--- config.mk ---
export PLATFORM = sky130hd
export DESIGN_NAME = audio_top
export DESIGN_NICKNAME = d
export VERILOG_FILES = /design/src/hdl/audio_pkg.sv /design/src/hdl/audio_regs.sv /design/src/hdl/audio_voice.sv /design/src/hdl/audio_mixer.sv /design/src/hdl/audio_top.sv
export SDC_FILE = /design/constraint.sdc
export NUM_CORES = 2
export LEC_CHECK = 0
export BUFFER_PORTS_ARGS = -buffer_cell sky130_fd_sc_hd__buf_2
export CAP_MARGIN = 20
export CELL_PAD_IN_SITES_DETAIL_PLACEMENT = 2
export CELL_PAD_IN_SITES_GLOBAL_PLACEMENT = 2
export CORE_ASPECT_RATIO = 1.5
export CORE_MARGIN = 2
export CORE_UTILIZATION = 30
export CTS_CLUSTER_SIZE = 20
export DETAILED_ROUTE_END_ITERATION = 8
export PLACE_DENSITY_LB_ADDON = 0.1
export REMOVE_ABC_BUFFERS = 1
export SYNTH_ARGS = -nofsm -noshare
export SYNTH_HDL_FRONTEND = slang
export SYNTH_HIERARCHICAL = 1
export SYNTH_SLANG_ARGS = --single-unit
export TNS_END_PERCENT = 20
--- constraint.sdc ---
create_clock -name clk -period 11.4 [get_ports clk]
set_input_delay 2.28 -clock clk [delete_from_list [all_inputs] [get_ports clk]]
set_output_delay 2.28 -clock clk [all_outputs]
set_load 0.03 [all_outputs]
--- src/hdl/audio_pkg.sv ---
// shared widths, register map and constants of the three-voice audio block
// the register index is iomem_addr[5:2]; voice v owns words 4v to 4v+3
// bit positions refer to the wave word of each voice
package audio_pkg;

  ////////////////////////////////////////////////////////////////////////////
  // datapath widths
  ////////////////////////////////////////////////////////////////////////////
  // one voice sample, signed
  localparam int sample_bits = 12;
  // mix and pdm input, two bits of headroom over a sample
  localparam int mix_bits = 14;
  // phase accumulator and frequency word
  localparam int acc_bits = 24;
  localparam int pw_bits = 12;
  localparam int lfsr_bits = 23;

  // noise generator start pattern, also forced while test is held
  localparam logic [lfsr_bits-1:0] lfsr_seed = 23'b01101110010010000101011;

  // clocks per accumulator tick
  localparam int tick_div = 16;

  localparam int num_voices = 3;
  localparam int voice_regs = 4;

  ////////////////////////////////////////////////////////////////////////////
  // register map
  ////////////////////////////////////////////////////////////////////////////
  // low two bits select the word inside a voice, status sits above the voices
  typedef enum logic [3:0] {
    reg_freq   = 4'd0,
    reg_pulse  = 4'd1,
    reg_wave   = 4'd2,
    reg_gate   = 4'd3,
    reg_status = 4'd14
  } reg_addr_e;

  // wave word fields
  localparam int wave_tri = 16;
  localparam int wave_saw = 17;
  localparam int wave_pulse = 18;
  localparam int wave_noise = 19;
  // triangle inversion taken from the neighbour msb
  localparam int ring_en = 24;
  // holds accumulator at zero and lfsr at seed
  localparam int test_bit = 25;
  localparam int voice_en = 27;
  // hard sync to the neighbour
  localparam int sync_en = 28;

endpackage

--- src/hdl/audio_regs.sv ---
// configuration words for three voices, written over the iomem strobe
// ready answers one cycle after valid; a held valid gets one transfer per 2 clocks
// words 12, 13 and 15 read zero, word 14 is read-only status
`timescale 1ns/1ns

module audio_regs (
  input  logic        clk,
  input  logic        resetn,
  input  logic        iomem_valid,
  input  logic [3:0]  iomem_wstrb,
  input  logic [31:0] iomem_addr,
  input  logic [31:0] iomem_wdata,
  input  logic [2:0]  sync_bits,
  input  logic [2:0]  msb_bits,
  output logic        iomem_ready,
  output logic [31:0] iomem_rdata,
  output logic        tick,
  output logic [audio_pkg::acc_bits-1:0] freq [audio_pkg::num_voices],
  output logic [audio_pkg::pw_bits-1:0]  pulse_width [audio_pkg::num_voices],
  output logic [31:0] wave [audio_pkg::num_voices],
  output logic [2:0]  gate
);

  localparam int num_words = audio_pkg::num_voices * audio_pkg::voice_regs;
  localparam int cnt_bits = $clog2(audio_pkg::tick_div);

  logic [31:0] voice_word [num_words];
  logic [3:0]  word_sel;
  logic [31:0] rd_word;
  logic        bus_hit;
  logic [cnt_bits-1:0] tick_cnt;

  assign word_sel = iomem_addr[5:2];
  // new request only while ready is low
  assign bus_hit = iomem_valid && !iomem_ready;

  ////////////////////////////////////////////////////////////////////////////
  // bus side
  ////////////////////////////////////////////////////////////////////////////
  // read mux, status assembled from live voice flags
  always_comb begin
    rd_word = '0;
    if (word_sel < num_words) begin
      rd_word = voice_word[word_sel];
    end else if (word_sel == 4'(audio_pkg::reg_status)) begin
      rd_word = {21'd0, msb_bits, 5'd0, sync_bits};
    end
  end

  always_ff @(posedge clk) begin
    if (!resetn) begin
      iomem_ready <= 1'b0;
      for (int w = 0; w < num_words; w++) begin
        voice_word[w] <= '0;
      end
    end else begin
      iomem_ready <= bus_hit;
      // byte lanes, only the voice words take writes
      if (bus_hit && word_sel < num_words) begin
        for (int b = 0; b < 4; b++) begin
          if (iomem_wstrb[b]) begin
            voice_word[word_sel][8*b +: 8] <= iomem_wdata[8*b +: 8];
          end
        end
      end
    end
  end

  // read data returns the word as it was before this write
  always_ff @(posedge clk) begin
    if (bus_hit) begin
      iomem_rdata <= rd_word;
    end
  end

  ////////////////////////////////////////////////////////////////////////////
  // accumulator tick, high for one clock after every 16th edge
  ////////////////////////////////////////////////////////////////////////////
  always_ff @(posedge clk) begin
    if (!resetn) begin
      tick_cnt <= '0;
      tick <= 1'b0;
    end else begin
      tick_cnt <= tick_cnt + 1'b1;
      tick <= (tick_cnt == cnt_bits'(audio_pkg::tick_div - 1));
    end
  end

  // per voice fields
  for (genvar v = 0; v < audio_pkg::num_voices; v++) begin : g_fields
    localparam int base = v * audio_pkg::voice_regs;
    assign freq[v] = voice_word[base + audio_pkg::reg_freq][audio_pkg::acc_bits-1:0];
    assign pulse_width[v] = voice_word[base + audio_pkg::reg_pulse][audio_pkg::pw_bits-1:0];
    assign wave[v] = voice_word[base + audio_pkg::reg_wave];
    assign gate[v] = voice_word[base + audio_pkg::reg_gate][0];
  end

endmodule

--- src/hdl/audio_voice.sv ---
// one oscillator voice; accumulator and lfsr advance only on tick
// the sample is combinational from that state and the current wave word
// no envelope, gate switches between full and zero amplitude
`timescale 1ns/1ns

module audio_voice (
  input  logic clk,
  input  logic resetn,
  input  logic tick,
  input  logic [audio_pkg::acc_bits-1:0] freq,
  input  logic [audio_pkg::pw_bits-1:0]  pulse_width,
  input  logic [31:0] wave,
  input  logic gate,
  // neighbour sync pulse and msb
  input  logic sync_in,
  input  logic ring_in,
  output logic signed [audio_pkg::sample_bits-1:0] sample,
  output logic sync_out,
  output logic msb_out
);

  localparam int sb = audio_pkg::sample_bits;
  localparam int ab = audio_pkg::acc_bits;
  localparam logic [sb-1:0] full_scale = '1;

  logic [ab-1:0] acc;
  logic [ab-1:0] acc_next;
  logic [audio_pkg::lfsr_bits-1:0] lfsr;

  logic test;
  logic tri_inv;
  logic [sb-1:0] tri_wave;
  logic [sb-1:0] saw_wave;
  logic [sb-1:0] pulse_wave;
  logic [sb-1:0] noise_wave;
  logic [sb-1:0] mixed;
  logic signed [sb-1:0] signed_wave;
  logic signed [8:0] amp;
  logic signed [sb+7:0] product;
  logic signed [sb+7:0] scaled;

  assign test = wave[audio_pkg::test_bit];
  assign msb_out = acc[ab-1];

  ////////////////////////////////////////////////////////////////////////////
  // phase accumulator and noise
  ////////////////////////////////////////////////////////////////////////////
  // test and hard sync both park the phase at zero
  always_comb begin
    if (test || (wave[audio_pkg::sync_en] && sync_in)) begin
      acc_next = '0;
    end else begin
      acc_next = acc + freq;
    end
  end

  always_ff @(posedge clk) begin
    if (!resetn) begin
      acc <= '0;
      sync_out <= 1'b0;
    end else if (tick) begin
      acc <= acc_next;
      // msb rising edge, held until the next tick
      sync_out <= !acc[ab-1] && acc_next[ab-1];
    end
  end

  // lfsr clocked by accumulator bit 19, seed forced every clock under test
  always_ff @(posedge clk) begin
    if (!resetn || test) begin
      lfsr <= audio_pkg::lfsr_seed;
    end else if (tick && acc[19]) begin
      lfsr <= {lfsr[21:0], lfsr[22] ^ lfsr[17]};
    end
  end

  ////////////////////////////////////////////////////////////////////////////
  // wave shaping
  ////////////////////////////////////////////////////////////////////////////
  // ring mod swaps the fold point to the neighbour msb
  assign tri_inv = wave[audio_pkg::ring_en] ? ring_in : acc[ab-1];
  assign tri_wave = tri_inv ? ~acc[ab-2 -: sb] : acc[ab-2 -: sb];
  assign saw_wave = acc[ab-1 -: sb];
  assign pulse_wave = (acc[ab-1 -: audio_pkg::pw_bits] <= pulse_width) ? full_scale : '0;
  // eight taps spread over the register, low nibble zero
  assign noise_wave = {lfsr[22], lfsr[20], lfsr[16], lfsr[13],
                       lfsr[11], lfsr[7], lfsr[4], lfsr[2], 4'b0000};

  always_comb begin
    // unselected waves count as all ones in the and
    mixed = full_scale;
    if (wave[audio_pkg::wave_tri]) begin
      mixed = mixed & tri_wave;
    end
    if (wave[audio_pkg::wave_saw]) begin
      mixed = mixed & saw_wave;
    end
    if (wave[audio_pkg::wave_pulse]) begin
      mixed = mixed & pulse_wave;
    end
    if (wave[audio_pkg::wave_noise]) begin
      mixed = mixed & noise_wave;
    end
  end

  ////////////////////////////////////////////////////////////////////////////
  // gating and output
  ////////////////////////////////////////////////////////////////////////////
  // offset binary to two's complement
  assign signed_wave = {~mixed[sb-1], mixed[sb-2:0]};
  assign amp = gate ? 9'sd255 : 9'sd0;
  assign product = signed_wave * amp;
  // full scale lands on 2039 and -2040
  assign scaled = product >>> 8;
  assign sample = wave[audio_pkg::voice_en] ? scaled[sb-1:0] : '0;

endmodule

--- src/hdl/audio_mixer.sv ---
// sums the voice samples, halves the sum and drives a first order pdm
// density of audio_out is (mix + 8192) / 16384
`timescale 1ns/1ns

module audio_mixer (
  input  logic clk,
  input  logic resetn,
  input  logic signed [audio_pkg::sample_bits-1:0] samples [audio_pkg::num_voices],
  output logic audio_out
);

  localparam int mb = audio_pkg::mix_bits;

  logic signed [mb-1:0] sum;
  logic signed [mb-1:0] mix;
  logic [mb-1:0] offset;
  logic [mb:0] pdm_acc;

  ////////////////////////////////////////////////////////////////////////////
  // mix
  ////////////////////////////////////////////////////////////////////////////
  // sign extend each sample, three full scale voices still fit 14 bits
  always_comb begin
    sum = '0;
    for (int v = 0; v < audio_pkg::num_voices; v++) begin
      sum = sum + mb'(samples[v]);
    end
  end

  // one clock behind any sample change
  always_ff @(posedge clk) begin
    if (!resetn) begin
      mix <= '0;
    end else begin
      mix <= sum >>> 1;
    end
  end

  ////////////////////////////////////////////////////////////////////////////
  // pdm dac
  ////////////////////////////////////////////////////////////////////////////
  // msb flip gives offset binary
  assign offset = {~mix[mb-1], mix[mb-2:0]};

  // carry out of the low bits is the output pulse
  always_ff @(posedge clk) begin
    if (!resetn) begin
      pdm_acc <= '0;
    end else begin
      pdm_acc <= {1'b0, pdm_acc[mb-1:0]} + {1'b0, offset};
    end
  end

  assign audio_out = pdm_acc[mb];

endmodule

--- src/hdl/audio_top.sv ---
// audio peripheral top, register bank plus three parallel voices and the mixer
// voice v syncs and ring modulates from voice (v+2) mod 3
// audio_out is a one bit pdm stream that needs an external low pass filter
`timescale 1ns/1ns

module audio_top (
  input  logic        clk,
  input  logic        resetn,
  input  logic        iomem_valid,
  input  logic [3:0]  iomem_wstrb,
  input  logic [31:0] iomem_addr,
  input  logic [31:0] iomem_wdata,
  output logic        iomem_ready,
  output logic [31:0] iomem_rdata,
  output logic        audio_out
);

  localparam int nv = audio_pkg::num_voices;

  logic tick;
  logic [audio_pkg::acc_bits-1:0] freq [nv];
  logic [audio_pkg::pw_bits-1:0]  pulse_width [nv];
  logic [31:0] wave [nv];
  logic [2:0]  gate;
  logic [2:0]  sync_bits;
  logic [2:0]  msb_bits;
  logic signed [audio_pkg::sample_bits-1:0] samples [nv];

  audio_regs u_regs (
    .clk         (clk),
    .resetn      (resetn),
    .iomem_valid (iomem_valid),
    .iomem_wstrb (iomem_wstrb),
    .iomem_addr  (iomem_addr),
    .iomem_wdata (iomem_wdata),
    .sync_bits   (sync_bits),
    .msb_bits    (msb_bits),
    .iomem_ready (iomem_ready),
    .iomem_rdata (iomem_rdata),
    .tick        (tick),
    .freq        (freq),
    .pulse_width (pulse_width),
    .wave        (wave),
    .gate        (gate)
  );

  ////////////////////////////////////////////////////////////////////////////
  // voices, each fed by its predecessor in the ring
  ////////////////////////////////////////////////////////////////////////////
  for (genvar v = 0; v < nv; v++) begin : g_voice
    audio_voice u_voice (
      .clk         (clk),
      .resetn      (resetn),
      .tick        (tick),
      .freq        (freq[v]),
      .pulse_width (pulse_width[v]),
      .wave        (wave[v]),
      .gate        (gate[v]),
      .sync_in     (sync_bits[(v + 2) % nv]),
      .ring_in     (msb_bits[(v + 2) % nv]),
      .sample      (samples[v]),
      .sync_out    (sync_bits[v]),
      .msb_out     (msb_bits[v])
    );
  end

  audio_mixer u_mixer (
    .clk       (clk),
    .resetn    (resetn),
    .samples   (samples),
    .audio_out (audio_out)
  );

endmodule

### Word-level counts from Yosys, hierarchy flattened

Memories as Yosys holds them, arrays and structs flattened.
Index checks and enable logic that the tools add are counted.

* flip-flop bits (word level): 210
* latch bits: 0
* logic and storage cells: 126
* output and inout bits: 34
* bits of input ports: 71
* memories: 1
* memory bits (read-only): 0
* bits in writable memories: 384

* order comparisons: 4
* mux-type cells: 52
* shifts and indexed selects: 0
* bitwise gates (word level): 19
* div/mod/pow operators: 0
* $mul: 3
* equal/unequal tests: 2
* reduce and logical (&&, ||, !) cells: 23
* $add $sub $neg: 7

Memories
* u_regs.voice_word: words 12, width 32, rd ports 13, clocked after memory_dff 0, wr ports 12, line audio_regs.sv:27 `logic [31:0] voice_word [num_words];`

Operator list (count)
* 12-bit 2-to-1 mux: 21
* 12-bit AND: 9
* 24-bit adder: 3
* 24-bit 2-to-1 mux: 3
* 32-bit 2-to-1 mux: 2
* 12-bit by 9-bit multiplier with 20-bit output: 3
* 12-bit <= comparator: 3
* 12-bit NOT: 3
* 32-bit OR reduction: 1
* 8-bit 2-to-1 mux: 3
* 1-bit 2-to-1 mux: 20
* 14-bit by 14-bit adder with 15-bit output: 1
* 13-bit by 12-bit adder with 14-bit output: 1
* 12-bit by 12-bit adder with 13-bit output: 1
* 1-bit logical AND: 11
* 11-bit 2-to-1 mux: 1
* 4-bit == test (second input constant): 2
* 4-bit 2-to-1 mux: 2
* 1-bit logical OR: 6
* 1-bit zero test: 5
* 4-bit by 1-bit adder with 4-bit output (second input constant): 1
* 4-bit < comparator (second input constant): 1
* 1-bit NOT: 4
* 1-bit bitwise XOR: 3

### Logic depth before layout (Yosys ltp)

An unclocked memory read counts as a cell.

* depth after elaboration: 15
* depth in mapped cells: 36
* gate-level depth less buffers: 35

### Modules after synthesis

The synthesis kept the hierarchy.

By module, submodules not included
* audio_regs: seq. area each 12612.1 µm², area an instance 19984.2 µm², cells each 1327, times used 1
* audio_voice (g_voice[0].u_voice): seq. area each 960.9 µm², area an instance 6008.3 µm², cells each 725, times used 1
* audio_voice (g_voice[2].u_voice): seq. area each 960.9 µm², area an instance 5833.1 µm², cells each 713, times used 1
* audio_voice (g_voice[1].u_voice): seq. area each 960.9 µm², area an instance 5766.8 µm², cells each 706, times used 1
* audio_mixer: seq. area each 560.5 µm², area an instance 2188.3 µm², cells each 235, times used 1

### Least setup slack after synthesis

No wires, ideal clock.

* kind: reg2reg
* start: memory u_regs.voice_word[1][11]
* end: register u_mixer.mix[11]
* path buffers: 2
* stages on the path, launching flop included: 33
* setup time: 72 ps
* period minus slack after synthesis: 8018 ps
* data arrival time: 7946 ps
* path slack: 3382 ps
* required time: 11328 ps
* cells stage by stage: edfxtp_1 > buf_4 > inv_1 > ha_1 > nand4_1 > o31a_1 > nand2_1 > a21oi_1 > nand2b_1 > clkbuf_1 > a211oi_1 > fa_1 > fa_1 > inv_1 > fa_1 > fa_1 > inv_1 > ha_1 > o21ai_0 > nand2b_1 > a31oi_1 > o21ai_1 > a221o_1 > a21o_1 > or2_0 > and3_1 > fa_1 > ha_1 > a21o_1 > a21oi_1 > nor2b_1 > a211oi_1 > mux2i_1

RTL lines
* start, declared: line audio_regs.sv:27
* end signal, assigned: line audio_mixer.sv:35 `mix <= sum >>> 1;`
* end, declared: line audio_mixer.sv:15 `logic signed [mb-1:0] mix;`

==> summary.txt <==
Outcome = finished, final reports clean
Vias in the first global route = 30170
Worst R2R Start = u_regs/voice_word[1][11]
Synth unique cells = 108
Fin cells = 5453
R2r endpoint = u_mixer/mix[11]
CTS tree = yes
DP Cell Count = 5308
Ys async rst share = 0%
Unrepaired setup endpoints after global routing = false
Cell Int Power = 4280 uW
Pwr dens = 141 nW/um^2
Rel. slew slack = 28.7%
CP max FO = 9
Max-cap viol count = 0
Vias after detailed routing = 27033
Share of the synthesized area in the top cell type = 31.4%
Mapped Cells = 3706
Hpwl dp = 102000 um
Synth top area cells = edfxtp_1 (31%), dfxtp_1 (9.0%), fa_1 (8.2%)
Post-CTS setup buffer count = 0
IO buf count = 76
Clk_lat worst skew = 680 ps
Most common cell after layout, fill and taps aside = and2_1
Final Skew = 41.1 ps
Initial antenna violation count = 11
Storage cell area = 16100 sq um
Worst slew pin tran = 1060 ps
Crit-path max cell delay = 920 ps
Dpl cell area = 41300 sq um
Ports = 105
Reg power frac = 40.3%
Switching share of power = 30.6%
EDFF count, synth = 416
Pin count of the biggest net entering global routing = 55
Comb power frac = 21.2%
Final RePlAce weighted congestion = 0.786
Final Slew Violations = 0
Most frequent cells in the layout = and2_1 (428), edfxtp_1 (416), inv_1 (401), nand2_1 (290), ha_1 (235)
Area Growth Syn to Fin = 9.93%
Crit-path most repeated cell = fa_1
Worst reg2reg setup slack = 2280 ps
Die X-Extent = 301 um
Final instance area = 43700 sq um
Yosys warns = 6
R2R depth = 30
CP required = 11990 ps
CP arrival = 9700 ps
Critical path launch point type = flop
Full die area = 136000 sq um
Worst vdd ir = 0.102 mV
Initial Util = 30.2%
P_sw = 1880 uW
Cell taking the most area after synthesis = edfxtp_1
Global-route wire length before repair = 197000 um
H-tree levels = 3
DR WL/cell = 24.3 um
Top FF cell, synth = edfxtp_1
Residual DRC = 0
Row Count = 163
Register bit total from synthesis = 594
Core area = 132000 sq um
Vias per cell = 4.96
Post-Syn Area per Cell = 10.7 sq um
Total track usage = 19.7%
CTS Root Cell = clkbuf_16
Slack of the critical path = 2280 ps
Worst Hold Class = reg -> reg
Hold_ws = 441 ps
Fmax = 0.110 GHz
Post-CTS Resized = 0
Share of cells above drive strength 1 = 12.1%
Setup WS pre-CTS = 2030 ps
Final period util = 80.0%
Power share of the clock group = 38.5%
Final min period = 9120 ps
CTS Hold Bufs = 0
CP Capture Point = u_mixer/mix[11]
Register area share after synthesis = 40.4%
Height of the die = 450 um
Crit. Startpoint = u_regs/voice_word[1][11]
Worst setup EP type = flop
Num CTS Buffers = 72
Post-synthesis cell area = 39800 sq um
# fillers = 14139
1st-iter DRT viols = 1056
Nets = 4127
Clock transition at the registers of the reported paths = 60 ps
Grt total ovfl = 0
Slowest-stage cell, CP = a2111oi_2
TritonRoute pass-1 iters = 4
Setup violators final = 0
LEAKAGE = 0.0184 uW
WL final = 133000 um
CTS Buffer Depth = 3
Multi-input combinational cell area = 20700 sq um
Setup TNS = 0 ps
Final hold viol count = 0
Post-route ant nets = 0
CTS Sinks = 594
Crit Path Category = reg -> reg
==> power by group through the flow <==
stage | Sequential [uW] | Combinational [uW] | Clock [uW]
finish | 2480 | 1310 | 2370
global route | 2490 | 1490 | 2520
detailed placement | 2530 | 1340 | 0
floorplan | 2510 | 888 | 0
CTS | 2490 | 1350 | 2450
global placement | 2530 | 1320 | 0
==> cell type report <==
cell class              instances  share of cell area (%)
well taps                    1732                    4.96
repair buffers                132                    1.89
inverters                     408                    3.51
clock inverters                36                   0.907
flip-flops and latches        594                    36.7
diodes                          5                  0.0286
multi-input cells            2450                    47.4
clock buffers                  96                    4.56
==> worst min path at each step <==
stage / startpoint / to / slack, ps / depth (start not counted)
global route: g_voice[1].u_voice/lfsr[3] / g_voice[1].u_voice/lfsr[4] / 470 / 2
global placement: g_voice[0].u_voice/lfsr[3] / g_voice[0].u_voice/lfsr[4] / 440 / 2
CTS: g_voice[0].u_voice/lfsr[18] / g_voice[0].u_voice/lfsr[19] / 440 / 2
floorplan: u_regs/tick_cnt[0] / u_regs/tick_cnt[0] / 420 / 1
finish: g_voice[0].u_voice/lfsr[18] / g_voice[0].u_voice/lfsr[19] / 440 / 2
detailed placement: g_voice[2].u_voice/lfsr[3] / g_voice[2].u_voice/lfsr[4] / 450 / 2
==> routing by layer <==
metal	track usage, %	part of all wire (%)	vias up
li1	-	-	12658
met3	2.28	2.7	144
met2	38.6	56	352
met4	5.93	2.6	10
met1	21.8	39	13869
met5	0	0.036	-
==> sequential cells by signal (all words and copies together), names as in the netlist <==
name and count:
u_regs/voice_word 384, g_voice.u_voice/acc 72, g_voice.u_voice/lfsr 69, u_regs/iomem_rdata 32, u_mixer/pdm_acc 15, u_mixer/mix 13
u_regs/tick_cnt 4, g_voice.u_voice/sync_out 3, u_regs/iomem_ready 1, u_regs/tick 1
==> synthesized netlist by cell type (all sizes together) (73+ instances only) <==
cell type    n
and2       431
inv        406
nand2      290
xnor2       73
buf        157
fa         163
mux4        96
o21ai       91
dfxtp      178
edfxtp     416
xor2        83
nor3        74
nand2b      82
nor2       110
ha         235
a21oi      154
clkbuf      97
==> critical path: cells and delay by family, from the launching register on <==
family / cells / cell delay, ps
AO/OA/AOI/OAI: 11 / 3390
AND/OR/NAND/NOR: 7 / 1190
flip-flops: 1 / 370
adder cells (fa/ha/maj): 8 / 3670
multiplexers: 1 / 220
buffers and inverters: 3 / 200
==> cell families (layout without fill, tap and decap cells) <==
logic type,count (synthesis),in the layout,share of synthesized area [%]
AOI/OAI and AO/OA,602,602,10.5
adders and majority gates,398,398,15.6
DFF,594,594,40.4
and+or+nand+nor,1184,1184,16.7
other,0,5,0
muxes,110,110,5.83
buffers and inverters,662,672,7.60
xor gates and xnor gates,156,156,3.45
==> per-stage QoR <==
stage	util (%)	power (uW)
floorplan	-	3400
global placement	31.4	3850
detailed placement	31.4	3880
CTS	33.2	6290
global route	33.2	6510
finish	33.2	6160
Power figures use the tool's default switching activity.
